===== config.mk =====
export PLATFORM = sky130hd
export DESIGN_NAME = rvCore
export DESIGN_NICKNAME = d
export VERILOG_FILES = /design/src/common/rvPkg.sv /design/src/hw/control/controlUnit.sv /design/src/hw/datapath/decodeStage.sv /design/src/hw/datapath/executeStage.sv /design/src/hw/datapath/fetchStage.sv /design/src/hw/datapath/regFile.sv /design/src/hw/datapath/writebackStage.sv /design/src/hw/rvCore.sv
export SDC_FILE = /design/constraint.sdc
export NUM_CORES = 2
export LEC_CHECK = 0
export BUFFER_PORTS_ARGS = -buffer_cell sky130_fd_sc_hd__buf_4
export CORE_MARGIN = 3
export CORE_UTILIZATION = 60
export CTS_CLUSTER_SIZE = 16
export DETAILED_ROUTE_END_ITERATION = 8
export GPL_TIMING_DRIVEN = 0
export PLACE_DENSITY = 0.77
export SKIP_CTS_REPAIR_TIMING = 1
export SLEW_MARGIN = 20
export SYNTH_ARGS = -nofsm -noshare
export SYNTH_HDL_FRONTEND = slang
export SYNTH_SLANG_ARGS = --single-unit

===== constraint.sdc =====
create_clock -name clk -period 5.17 [get_ports clk]
set_input_delay 1.034 -clock clk [delete_from_list [all_inputs] [get_ports clk]]
set_output_delay 1.034 -clock clk [all_outputs]
set_load 0.01 [all_outputs]

===== src/common/rvPkg.sv =====
/*
 * Shared widths, reset vector and encodings for the rvPipe core.
 * Opcode values follow RV32I; only the four supported major opcodes are named.
 * aluOpE leaves 4, 6 and 7 unused.
 */

package rvPkg;

    localparam int xlen     = 32;
    localparam int regAddrW = 5;

    typedef logic [xlen-1:0]     wordT;
    typedef logic [regAddrW-1:0] regAddrT;

    localparam wordT resetPc = 32'h0040_0000; // start of text segment

    typedef enum logic [6:0] {
        opLoad   = 7'd3,
        opRegImm = 7'd19,
        opStore  = 7'd35,
        opRegReg = 7'd51
    } opcodeE;

    typedef enum logic [2:0] {
        aluAdd = 3'd0,
        aluSub = 3'd1,
        aluAnd = 3'd2,
        aluOr  = 3'd3,
        aluSlt = 3'd5  // signed compare
    } aluOpE;

    typedef enum logic {
        immI = 1'b0,
        immS = 1'b1
    } immSrcE;

    // operand source for execute
    typedef enum logic [1:0] {
        fwdNone = 2'd0,
        fwdWb   = 2'd1,
        fwdMem  = 2'd2
    } fwdSelE;

endpackage : rvPkg


===== src/hw/control/controlUnit.sv =====
/*
 * Main and ALU decode on the decode-stage instruction, then control bits
 * carried down to writeback. Unknown opcodes decode to a no-op.
 */

`timescale 1ns/1ps

module controlUnit
    import rvPkg::*;
(
    input  logic         clk,
    input  logic         rst,
    input  wordT         instrD,
    output immSrcE       immSrc,
    output rvPkg::aluOpE aluOpE,
    output logic         aluSrcE,
    output logic         regWriteM,
    output logic         regWriteW,
    output logic         memWrite,
    output logic         memToRegW
);

    opcodeE       op;
    logic [2:0]   funct3;
    logic         funct7b5;

    logic         regWriteD;
    logic         memWriteD;
    logic         memToRegD;
    logic         aluSrcD;
    rvPkg::aluOpE aluOpD;

    logic         regWriteE;
    logic         memWriteE;
    logic         memToRegE;
    logic         memToRegM;

    assign op       = opcodeE'(instrD[6:0]);
    assign funct3   = instrD[14:12];
    assign funct7b5 = instrD[30];

    // main decoder
    always_comb begin
        regWriteD = 1'b0;
        memWriteD = 1'b0;
        memToRegD = 1'b0;
        aluSrcD   = 1'b0;
        immSrc    = immI;
        case (op)
            opLoad: begin
                regWriteD = 1'b1;
                memToRegD = 1'b1;
                aluSrcD   = 1'b1;
            end
            opStore: begin
                memWriteD = 1'b1;
                aluSrcD   = 1'b1;
                immSrc    = immS;
            end
            opRegImm: begin
                regWriteD = 1'b1;
                aluSrcD   = 1'b1;
            end
            opRegReg: regWriteD = 1'b1;
            default: ;  // no-op
        endcase
    end

    // ALU decoder, funct7 only matters for reg-reg
    always_comb begin
        aluOpD = aluAdd;  // address calc for lw/sw
        if (op == opRegReg || op == opRegImm) begin
            case (funct3)
                3'b000:  aluOpD = (op == opRegReg && funct7b5) ? aluSub : aluAdd;
                3'b010:  aluOpD = aluSlt;
                3'b110:  aluOpD = aluOr;
                3'b111:  aluOpD = aluAnd;
                default: aluOpD = aluAdd;
            endcase
        end
    end

    always_ff @(posedge clk) begin
        if (rst) begin
            regWriteE <= 1'b0;
            memWriteE <= 1'b0;
            memToRegE <= 1'b0;
            aluSrcE   <= 1'b0;
            aluOpE    <= aluAdd;
            regWriteM <= 1'b0;
            memWrite  <= 1'b0;
            memToRegM <= 1'b0;
            regWriteW <= 1'b0;
            memToRegW <= 1'b0;
        end else begin
            regWriteE <= regWriteD;   // execute
            memWriteE <= memWriteD;
            memToRegE <= memToRegD;
            aluSrcE   <= aluSrcD;
            aluOpE    <= aluOpD;
            regWriteM <= regWriteE;   // memory
            memWrite  <= memWriteE;
            memToRegM <= memToRegE;
            regWriteW <= regWriteM;   // writeback
            memToRegW <= memToRegM;
        end
    end

endmodule : controlUnit


===== src/hw/datapath/decodeStage.sv =====
/*
 * Register read and I/S immediate extension, registered into execute.
 * Writeback lands on the falling edge so same-cycle reads see it.
 */

`timescale 1ns/1ps

module decodeStage
    import rvPkg::*;
(
    input  logic    clk,
    input  logic    rst,
    input  wordT    instrD,
    input  immSrcE  immSrc,
    input  logic    regWriteW,
    input  regAddrT rdW,
    input  wordT    resultW,
    output regAddrT rs1E,
    output regAddrT rs2E,
    output regAddrT rdE,
    output wordT    rd1E,
    output wordT    rd2E,
    output wordT    immE
);

    regAddrT rs1D;
    regAddrT rs2D;
    wordT    rd1D;
    wordT    rd2D;
    wordT    immD;

    assign rs1D = instrD[19:15];
    assign rs2D = instrD[24:20];

    regFile regs (
        .clk (clk),
        .rst (rst),
        .we  (regWriteW),
        .ra1 (rs1D),
        .ra2 (rs2D),
        .wa  (rdW),
        .wd  (resultW),
        .rd1 (rd1D),
        .rd2 (rd2D)
    );

    always_comb begin
        case (immSrc)
            immS:    immD = {{20{instrD[31]}}, instrD[31:25], instrD[11:7]};
            default: immD = {{20{instrD[31]}}, instrD[31:20]};
        endcase
    end

    always_ff @(posedge clk) begin
        if (rst) begin
            rs1E <= '0;
            rs2E <= '0;
            rdE  <= '0;
            rd1E <= '0;
            rd2E <= '0;
            immE <= '0;
        end else begin
            rs1E <= rs1D;
            rs2E <= rs2D;
            rdE  <= instrD[11:7];
            rd1E <= rd1D;
            rd2E <= rd2D;
            immE <= immD;
        end
    end

endmodule : decodeStage


===== src/hw/datapath/executeStage.sv =====
/*
 * Forwarding from memory (preferred) and writeback, operand select, ALU.
 * A lw result is only forwardable from writeback; see the load-use limit.
 */

`timescale 1ns/1ps

module executeStage
    import rvPkg::*;
(
    input  logic         clk,
    input  logic         rst,
    input  regAddrT      rs1E,
    input  regAddrT      rs2E,
    input  regAddrT      rdE,
    input  wordT         rd1E,
    input  wordT         rd2E,
    input  wordT         immE,
    input  rvPkg::aluOpE aluOpE,
    input  logic         aluSrcE,
    input  logic         regWriteM,
    input  logic         regWriteW,
    input  regAddrT      rdW,
    input  wordT         resultW,
    output wordT         aluResultM,
    output wordT         writeDataM,
    output regAddrT      rdM
);

    fwdSelE fwdA;
    fwdSelE fwdB;
    wordT   srcA;
    wordT   srcB;
    wordT   writeDataE;
    wordT   aluResultE;

    function automatic fwdSelE pickFwd(regAddrT rs);
        if (rs != '0 && regWriteM && rs == rdM) begin
            return fwdMem;
        end else if (rs != '0 && regWriteW && rs == rdW) begin
            return fwdWb;
        end
        return fwdNone;
    endfunction

    function automatic wordT fwdMux(fwdSelE sel, wordT regVal);
        case (sel)
            fwdMem:  return aluResultM;
            fwdWb:   return resultW;
            default: return regVal;
        endcase
    endfunction

    always_comb begin
        fwdA       = pickFwd(rs1E);
        fwdB       = pickFwd(rs2E);
        srcA       = fwdMux(fwdA, rd1E);
        writeDataE = fwdMux(fwdB, rd2E);
    end

    assign srcB = aluSrcE ? immE : writeDataE;

    always_comb begin
        case (aluOpE)
            aluSub:  aluResultE = srcA - srcB;
            aluAnd:  aluResultE = srcA & srcB;
            aluOr:   aluResultE = srcA | srcB;
            aluSlt:  aluResultE = ($signed(srcA) < $signed(srcB)) ? 32'd1 : 32'd0;
            default: aluResultE = srcA + srcB;
        endcase
    end

    always_ff @(posedge clk) begin
        if (rst) begin
            aluResultM <= '0;
            writeDataM <= '0;
            rdM        <= '0;
        end else begin
            aluResultM <= aluResultE;
            writeDataM <= writeDataE;
            rdM        <= rdE;
        end
    end

endmodule : executeStage


===== src/hw/datapath/fetchStage.sv =====
/*
 * PC starts at resetPc and steps by 4 every cycle; there is no redirect.
 */

`timescale 1ns/1ps

module fetchStage
    import rvPkg::*;
(
    input  logic clk,
    input  logic rst,
    input  wordT instr,
    output wordT pc,
    output wordT instrD,
    output wordT pcD
);

    always_ff @(posedge clk) begin
        if (rst) begin
            pc     <= resetPc;
            instrD <= '0;  // all-zero word decodes as no-op
            pcD    <= '0;
        end else begin
            pc     <= pc + 32'd4;
            instrD <= instr;
            pcD    <= pc;
        end
    end

endmodule : fetchStage


===== src/hw/datapath/regFile.sv =====
/*
 * 32 x 32 register file, written on the falling clock edge.
 * x0 always reads as zero whatever was written to it.
 */

`timescale 1ns/1ps

module regFile
    import rvPkg::*;
(
    input  logic    clk,
    input  logic    rst,
    input  logic    we,
    input  regAddrT ra1,
    input  regAddrT ra2,
    input  regAddrT wa,
    input  wordT    wd,
    output wordT    rd1,
    output wordT    rd2
);

    wordT regs [32];

    always_ff @(negedge clk) begin
        if (rst) begin
            for (int i = 0; i < 32; i++) begin
                regs[i] <= '0;
            end
        end else if (we) begin
            regs[wa] <= wd;
        end
    end

    assign rd1 = (ra1 == '0) ? '0 : regs[ra1];
    assign rd2 = (ra2 == '0) ? '0 : regs[ra2];

endmodule : regFile


===== src/hw/datapath/writebackStage.sv =====
/*
 * Memory/writeback register and final result select.
 * readData is sampled in the same cycle the address is presented.
 */

`timescale 1ns/1ps

module writebackStage
    import rvPkg::*;
(
    input  logic    clk,
    input  logic    rst,
    input  wordT    aluResultM,
    input  wordT    readData,
    input  regAddrT rdM,
    input  logic    memToRegW,
    output wordT    resultW,
    output regAddrT rdW
);

    wordT aluResultW;
    wordT readDataW;

    always_ff @(posedge clk) begin
        if (rst) begin
            aluResultW <= '0;
            readDataW  <= '0;
            rdW        <= '0;
        end else begin
            aluResultW <= aluResultM;
            readDataW  <= readData;
            rdW        <= rdM;
        end
    end

    assign resultW = memToRegW ? readDataW : aluResultW;  // load data or ALU

endmodule : writebackStage


===== src/hw/rvCore.sv =====
/*
 * Five-stage RV32I subset core: lw, sw, add/sub/and/or/slt (reg and imm).
 * No branches, no jumps and no load-use stall; the program must not read
 * a lw destination in the very next instruction. Memories answer in the same cycle.
 */

`timescale 1ns/1ps

module rvCore
    import rvPkg::*;
(
    input  logic clk,
    input  logic rst,
    input  wordT instr,
    input  wordT readData,
    output wordT pc,
    output wordT dataAddr,
    output wordT writeData,
    output wordT result,
    output logic memWrite
);

    wordT          instrD;
    immSrcE        immSrc;
    rvPkg::aluOpE  aluOpE;
    logic          aluSrcE;
    logic          regWriteM;
    logic          regWriteW;
    logic          memToRegW;
    regAddrT       rs1E;
    regAddrT       rs2E;
    regAddrT       rdE;
    regAddrT       rdM;
    regAddrT       rdW;
    wordT          rd1E;
    wordT          rd2E;
    wordT          immE;

    controlUnit ctrl (
        .clk       (clk),
        .rst       (rst),
        .instrD    (instrD),
        .immSrc    (immSrc),
        .aluOpE    (aluOpE),
        .aluSrcE   (aluSrcE),
        .regWriteM (regWriteM),
        .regWriteW (regWriteW),
        .memWrite  (memWrite),
        .memToRegW (memToRegW)
    );

    fetchStage fetch (
        .clk    (clk),
        .rst    (rst),
        .instr  (instr),
        .pc     (pc),
        .instrD (instrD),
        .pcD    ()         // no consumer without branches
    );

    decodeStage decode (
        .clk       (clk),
        .rst       (rst),
        .instrD    (instrD),
        .immSrc    (immSrc),
        .regWriteW (regWriteW),
        .rdW       (rdW),
        .resultW   (result),
        .rs1E      (rs1E),
        .rs2E      (rs2E),
        .rdE       (rdE),
        .rd1E      (rd1E),
        .rd2E      (rd2E),
        .immE      (immE)
    );

    executeStage execute (
        .clk        (clk),
        .rst        (rst),
        .rs1E       (rs1E),
        .rs2E       (rs2E),
        .rdE        (rdE),
        .rd1E       (rd1E),
        .rd2E       (rd2E),
        .immE       (immE),
        .aluOpE     (aluOpE),
        .aluSrcE    (aluSrcE),
        .regWriteM  (regWriteM),
        .regWriteW  (regWriteW),
        .rdW        (rdW),
        .resultW    (result),
        .aluResultM (dataAddr),
        .writeDataM (writeData),
        .rdM        (rdM)
    );

    writebackStage writeback (
        .clk        (clk),
        .rst        (rst),
        .aluResultM (dataAddr),
        .readData   (readData),
        .rdM        (rdM),
        .memToRegW  (memToRegW),
        .resultW    (result),
        .rdW        (rdW)
    );

endmodule : rvCore


* Word level (Yosys, flattened, before mapping)
Memories as Yosys holds them, arrays and structs flattened. A register that Yosys moved wholly into a read port is not among the register bits.
Cells that the tools add are included.
** Operators by class
- Add/subtract/negate cells :: 3
- Magnitude comparators :: 1
- Eq/ne operators :: 19
- Multiplexer cells :: 31
- Bitwise logic cells :: 3
- Reductions and logical operators :: 21
** Operators with widths (number)
- $pmux W32 S2 :: 2
- $pmux W32 S4 :: 1
- $mux W32 :: 3
- $add A32 B3 Y32 const B :: 1
- $add A32 B32 Y32 :: 1
- $and A32 B32 Y32 :: 1
- $lt A32 B32 Y1 :: 1
- $or A32 B32 Y32 :: 1
- $reduce_or A32 Y1 :: 1
- $sub A32 B32 Y32 :: 1
- $eq A5 B5 Y1 :: 4
- $mux W1 :: 16
- $eq A7 B6 Y1 const B :: 2
- $mux W2 :: 6
- $pmux W3 S4 :: 1
- $logic_not A5 Y1 :: 2
- $mux W5 :: 2
- $reduce_bool A5 Y1 :: 2
- $eq A3 B2 Y1 const B :: 3
- $eq A3 B3 Y1 const B :: 3
- $logic_and A1 B1 Y1 :: 9
- $eq A7 B2 Y1 const B :: 1
- $eq A7 B5 Y1 const B :: 1
- $reduce_or A2 Y1 :: 3
- other kinds (7) :: 10
** Storage, ports and cells
- Flip-flop bits (word level) :: 241
- RAM bits :: 1024
- Input bits :: 66
- Output and inout bits :: 129
- Word-level logic and storage cells :: 101
- Memories kept :: 1
** Memory list
- decode.regs.regs :: depth 32, bits a word 32, rd ports 2, clocked after Yosys merged registers in 2, write ports 32, line regFile.sv:22 : wordT regs [32];

* Longest topological paths before layout
- Word-level depth :: 12
- Depth in mapped cells :: 22
- Depth with buffers taken out :: 20

* Hierarchy
A second synthesis with hierarchy kept.
** Second synthesis, totals
- Cells, all modules :: 5419
- Area, all modules :: 71818.9 sq um
** Modules (own cells, without submodules)
- regFile :: times used 1, cells each 3544, area an instance 54425.9 sq um, seq. area each 30749.5 sq um
- executeStage :: times used 1, cells each 1155, area an instance 8520.7 sq um, seq. area each 1381.3 sq um
- fetchStage :: times used 1, cells each 286, area an instance 3105.5 sq um, seq. area each 1841.8 sq um
- decodeStage :: times used 1, cells each 218, area an instance 2896.5 sq um, seq. area each 1821.7 sq um
- writebackStage :: times used 1, cells each 181, area an instance 2432.3 sq um, seq. area each 1381.3 sq um
- controlUnit :: times used 1, cells each 35, area an instance 437.9 sq um, seq. area each 240.2 sq um

==> flow_summary.toml <==
[detailed_routing]
met2WireLength_um = 115900
top_layer_used = "met5"
drt-met1-wl_um = 79030
drcViolationCount = 0
wirelength_um = 256700
drt-vias-per-instance = 6.649
firstDrtPassIters = 9
routed-wl-met3_um = 39840
first_iter_violations = 8754
wire_length_per_cell_after_detailed_routing_um = 29.86
drtAntennaViolNets = 0
route.vias.total = 57173

[cells_and_area]
sequential_cell_area_um2 = 36830
design.final.nets = 7157
area_used_by_multi_input_combinational_logic_um2 = 29690
post_route_cells_drive_above_1_share = 0.1775
area.growth.synth_to_final_pct = 20.51
fill_cells = 7374

[worst_setup_path]
cp.buffers_inverters = 1
rr_startpoint = "writeback.rdW[2]"
worstSetupPathType = "flip-flop to flip-flop"
critPathArrivalTime_ps = 3150
reg2reg_to = "decode.regs.regs[6][26]"
timing.critical_path.from_type = "flip-flop"
timing.critical_path.depth = 4
required_time_of_the_critical_path_ps = 3010
critical_path.slowest_cell = "sky130_fd_sc_hd__nor3b_1"
critPathMaxFanout = 32
worst_r2r_path_depth = 4
cell_family_with_the_largest_share_of_critical_path_delay = "simple AND/OR/NAND/NOR gates"
timing.reg2reg.setup_slack_ps = -150
critPathMaxStageDelay_ps = 740
critical_path.endpoint_type = "flip-flop"
cp_cell_sequence = "nor3b_1, nand2_1, clkbuf_2, nand2_8"

[grt]
grt_usage = 0.4245
first_global_vias = 56702
grt_first_pass_wirelength_um = 355600
pin_count_of_the_biggest_net_entering_global_routing = 33
antenna_violations_before_repair = 18
global_route.overflow_total = 0

[pwr]
clockPowerShare = 0.475
vdd_ir_max_v = 0.0003605
switching_share = 0.3211
seq_power_share = 0.403
fin_total_pwr_mw = 30.30
internal_power_mw = 20.57
switchingPower_mw = 9.730
power.share.combinational = 0.122
powerDensity_nw_per_um2 = 372.2
total_leakage_power_nw = 32.29

[synth]
yosys.area.top_type_share = 0.4552
ys_ff_latch = 1327
ys_dominant_reg_cell = "sky130_fd_sc_hd__edfxtp_1"
synthDominantAreaCellType = "sky130_fd_sc_hd__edfxtp_1"
proportion_of_synthesized_chip_area_in_sequential_cells = 0.5450
synth-warning-count = 0
yosys.cell_count.top_type = "sky130_fd_sc_hd__nor2_1"
postSynth.asyncResetShare = 0
syn_inst = 5615
leading_post_synthesis_cells_by_cell_area = "sky130_fd_sc_hd__edfxtp_1 (46%), sky130_fd_sc_hd__mux4_2 (15%), sky130_fd_sc_hd__dfxtp_1 (9.0%), sky130_fd_sc_hd__nor2_1 (6.8%), sky130_fd_sc_hd__mux2i_1 (4.0%)"
netlist_area_um2 = 67550
postSynthAreaPerCell_um2 = 12.03
synth_enable_flop_cells = 1024
synthDistinctLibCells = 82
ys_top_cells_by_count = "sky130_fd_sc_hd__nor2_1 (1229), sky130_fd_sc_hd__edfxtp_1 (1024), sky130_fd_sc_hd__mux4_2 (448)"

[die]
core-area_um2 = 111100
ios = 195
core.rowCount = 122
initial_utilization = 0.6078
floorplan.die.width_um = 341.5
die_height_um = 341.5
die-area_um2 = 116600

[cts]
tritoncts = "yes"
clock_sinks = 1327
cts-buffers-inserted = 144
cts-root-to-sink-buffers = 3
htree_num_levels = 4
worstSkewPairLatency_ps = 800
root_buffer = "sky130_fd_sc_hd__clkbuf_16"
cts.clk_slew.worst_paths_ps = 60

[sta]
timing.final.hold_violations = 0
maxSlewHeadroom = 0.08091
worst_pin_slew_ps = 1379
post-route-worst-setup-slack_ps = -145.8
unrepaired_setup_endpoints_after_global_routing = "true"
final-max-slew-violation-count = 0
finalSetupViolations = 705
fin_worst_skew_ps = 53.43

[flow_run]
max_cap_violations = 0

[hold_path]
holdPathStages = 1
worst_hold_startpoint = "decode.rdE[0]"
worstHoldEndpoint = "execute.rdM[0]"
timing.hold.worst.class = "flip-flop to flip-flop"

[placed_design]
place.port_buffers = 191
detailedPlacementHpwl_um = 183700
pre_cts_ws_ps = -1802
gp_congestion = 0.9932

[outcome]
outcome = "finished, violations left"
failed_checks = "setup timing"
-- logic make-up after synthesis --
| group | Yosys count | share of synthesized area |
|---|---|---|
| AO/OA/AOI/OAI | 826 | 0.07393 |
| multiplexers | 785 | 0.2005 |
| flip-flops | 1327 | 0.5450 |
| XOR/XNOR | 68 | 0.008817 |
| AND/OR/NAND/NOR | 1857 | 0.1161 |
| other | 1 | 0.00005552 |
| buffers and inverters | 652 | 0.03701 |
| adder cells (fa/ha/maj) | 99 | 0.01856 |
-- final cells by class --
cell class              count  area share
diodes                      7   0.0002152
plain buffers             491     0.02584
clock buffers             167     0.04780
clock inverters          1115     0.05938
inverters                 145    0.006686
multi-input cells        3646      0.3647
flip-flops and latches   1327      0.4524
well taps                1488     0.02287
repair buffers            213     0.02015
-- per-stage QoR --
stage	util	TNS [ps]	cell area (µm²)	hold slack, ps	instances
2_1_floorplan	-	-10760	68060	399.6	5616
3_3_place_gp	0.6421	-2146630	71350	417.0	7295
3_5_place_dp	0.6434	-2161540	71500	423.6	7300
4_1_cts	0.7219	-1366610	80220	440.9	8581
5_1_grt	0.7324	-4879	81390	440.9	8594
6_report	0.7325	-31710	81400	440.8	8599
-- sequential cells by signal, summed over array words and instances (netlist names), 12 cells and up --
signal	count
writeback.aluResultW	32
decode.rd2E	32
execute.writeDataM	32
fetch.instrD	32
writeback.readDataW	32
execute.aluResultM	32
decode.regs.regs	1024
decode.immE	12
fetch.pc	30
decode.rd1E	32
-- how the worst max path moves through the flow --
| stage | start | end | slack, ps |
|---|---|---|---|
| floorplan | rst | decode.regs.regs[21][0] | -50 |
| global placement | rst | decode.regs.regs[17][20] | -1960 |
| detailed placement | writeback.rdW[4] | execute.aluResultM[24] | -1800 |
| CTS | writeback.rdW[4] | execute.aluResultM[24] | -1910 |
| global route | decode.rs2E[1] | execute.aluResultM[24] | -180 |
| finish | writeback.rdW[2] | decode.regs.regs[6][26] | -150 |
-- power by group through the flow --
stage	combinational (mW)	clock, mW	sequential (mW)
after CTS	3.39	14.2	12.2
after global placement	3.32	1.17	12.3
after floorplan	2.12	1.17	12.2
after detailed placement	3.36	1.17	12.3
after global routing	3.78	15.3	12.2
final	3.69	14.4	12.2
-- cell usage in the layout (no fill, tap or decap), types with 28 or more instances in the layout --
master                         n
sky130_fd_sc_hd__nand2_8      39
sky130_fd_sc_hd__mux2_2       66
sky130_fd_sc_hd__xor2_1       28
sky130_fd_sc_hd__nand2_1     226
sky130_fd_sc_hd__clkbuf_1    315
sky130_fd_sc_hd__buf_4       212
sky130_fd_sc_hd__and2_1       37
sky130_fd_sc_hd__mux2i_1     237
sky130_fd_sc_hd__nor3_1       49
sky130_fd_sc_hd__o21ai_0     230
sky130_fd_sc_hd__buf_2        48
sky130_fd_sc_hd__o221ai_1     72
sky130_fd_sc_hd__mux4_2      448
sky130_fd_sc_hd__o22ai_1      72
sky130_fd_sc_hd__buf_1        42
sky130_fd_sc_hd__dfxtp_1     299
sky130_fd_sc_hd__clkbuf_2     72
sky130_fd_sc_hd__nor2b_1     149
sky130_fd_sc_hd__ha_1         89
sky130_fd_sc_hd__mux2i_4      31
sky130_fd_sc_hd__inv_1      1189
sky130_fd_sc_hd__o21ai_1      42
sky130_fd_sc_hd__edfxtp_1   1024
sky130_fd_sc_hd__xnor2_1      40
sky130_fd_sc_hd__clkbuf_16   150
sky130_fd_sc_hd__nor2_1     1221
sky130_fd_sc_hd__a21oi_1     252
-- per-layer routing --
layer	track usage	vias up
li1	-	23392
met1	0.4859	26912
met2	0.6476	5517
met3	0.1711	1334
met4	0.3088	18
met5	0	-
Power figures use the tool's default switching activity.
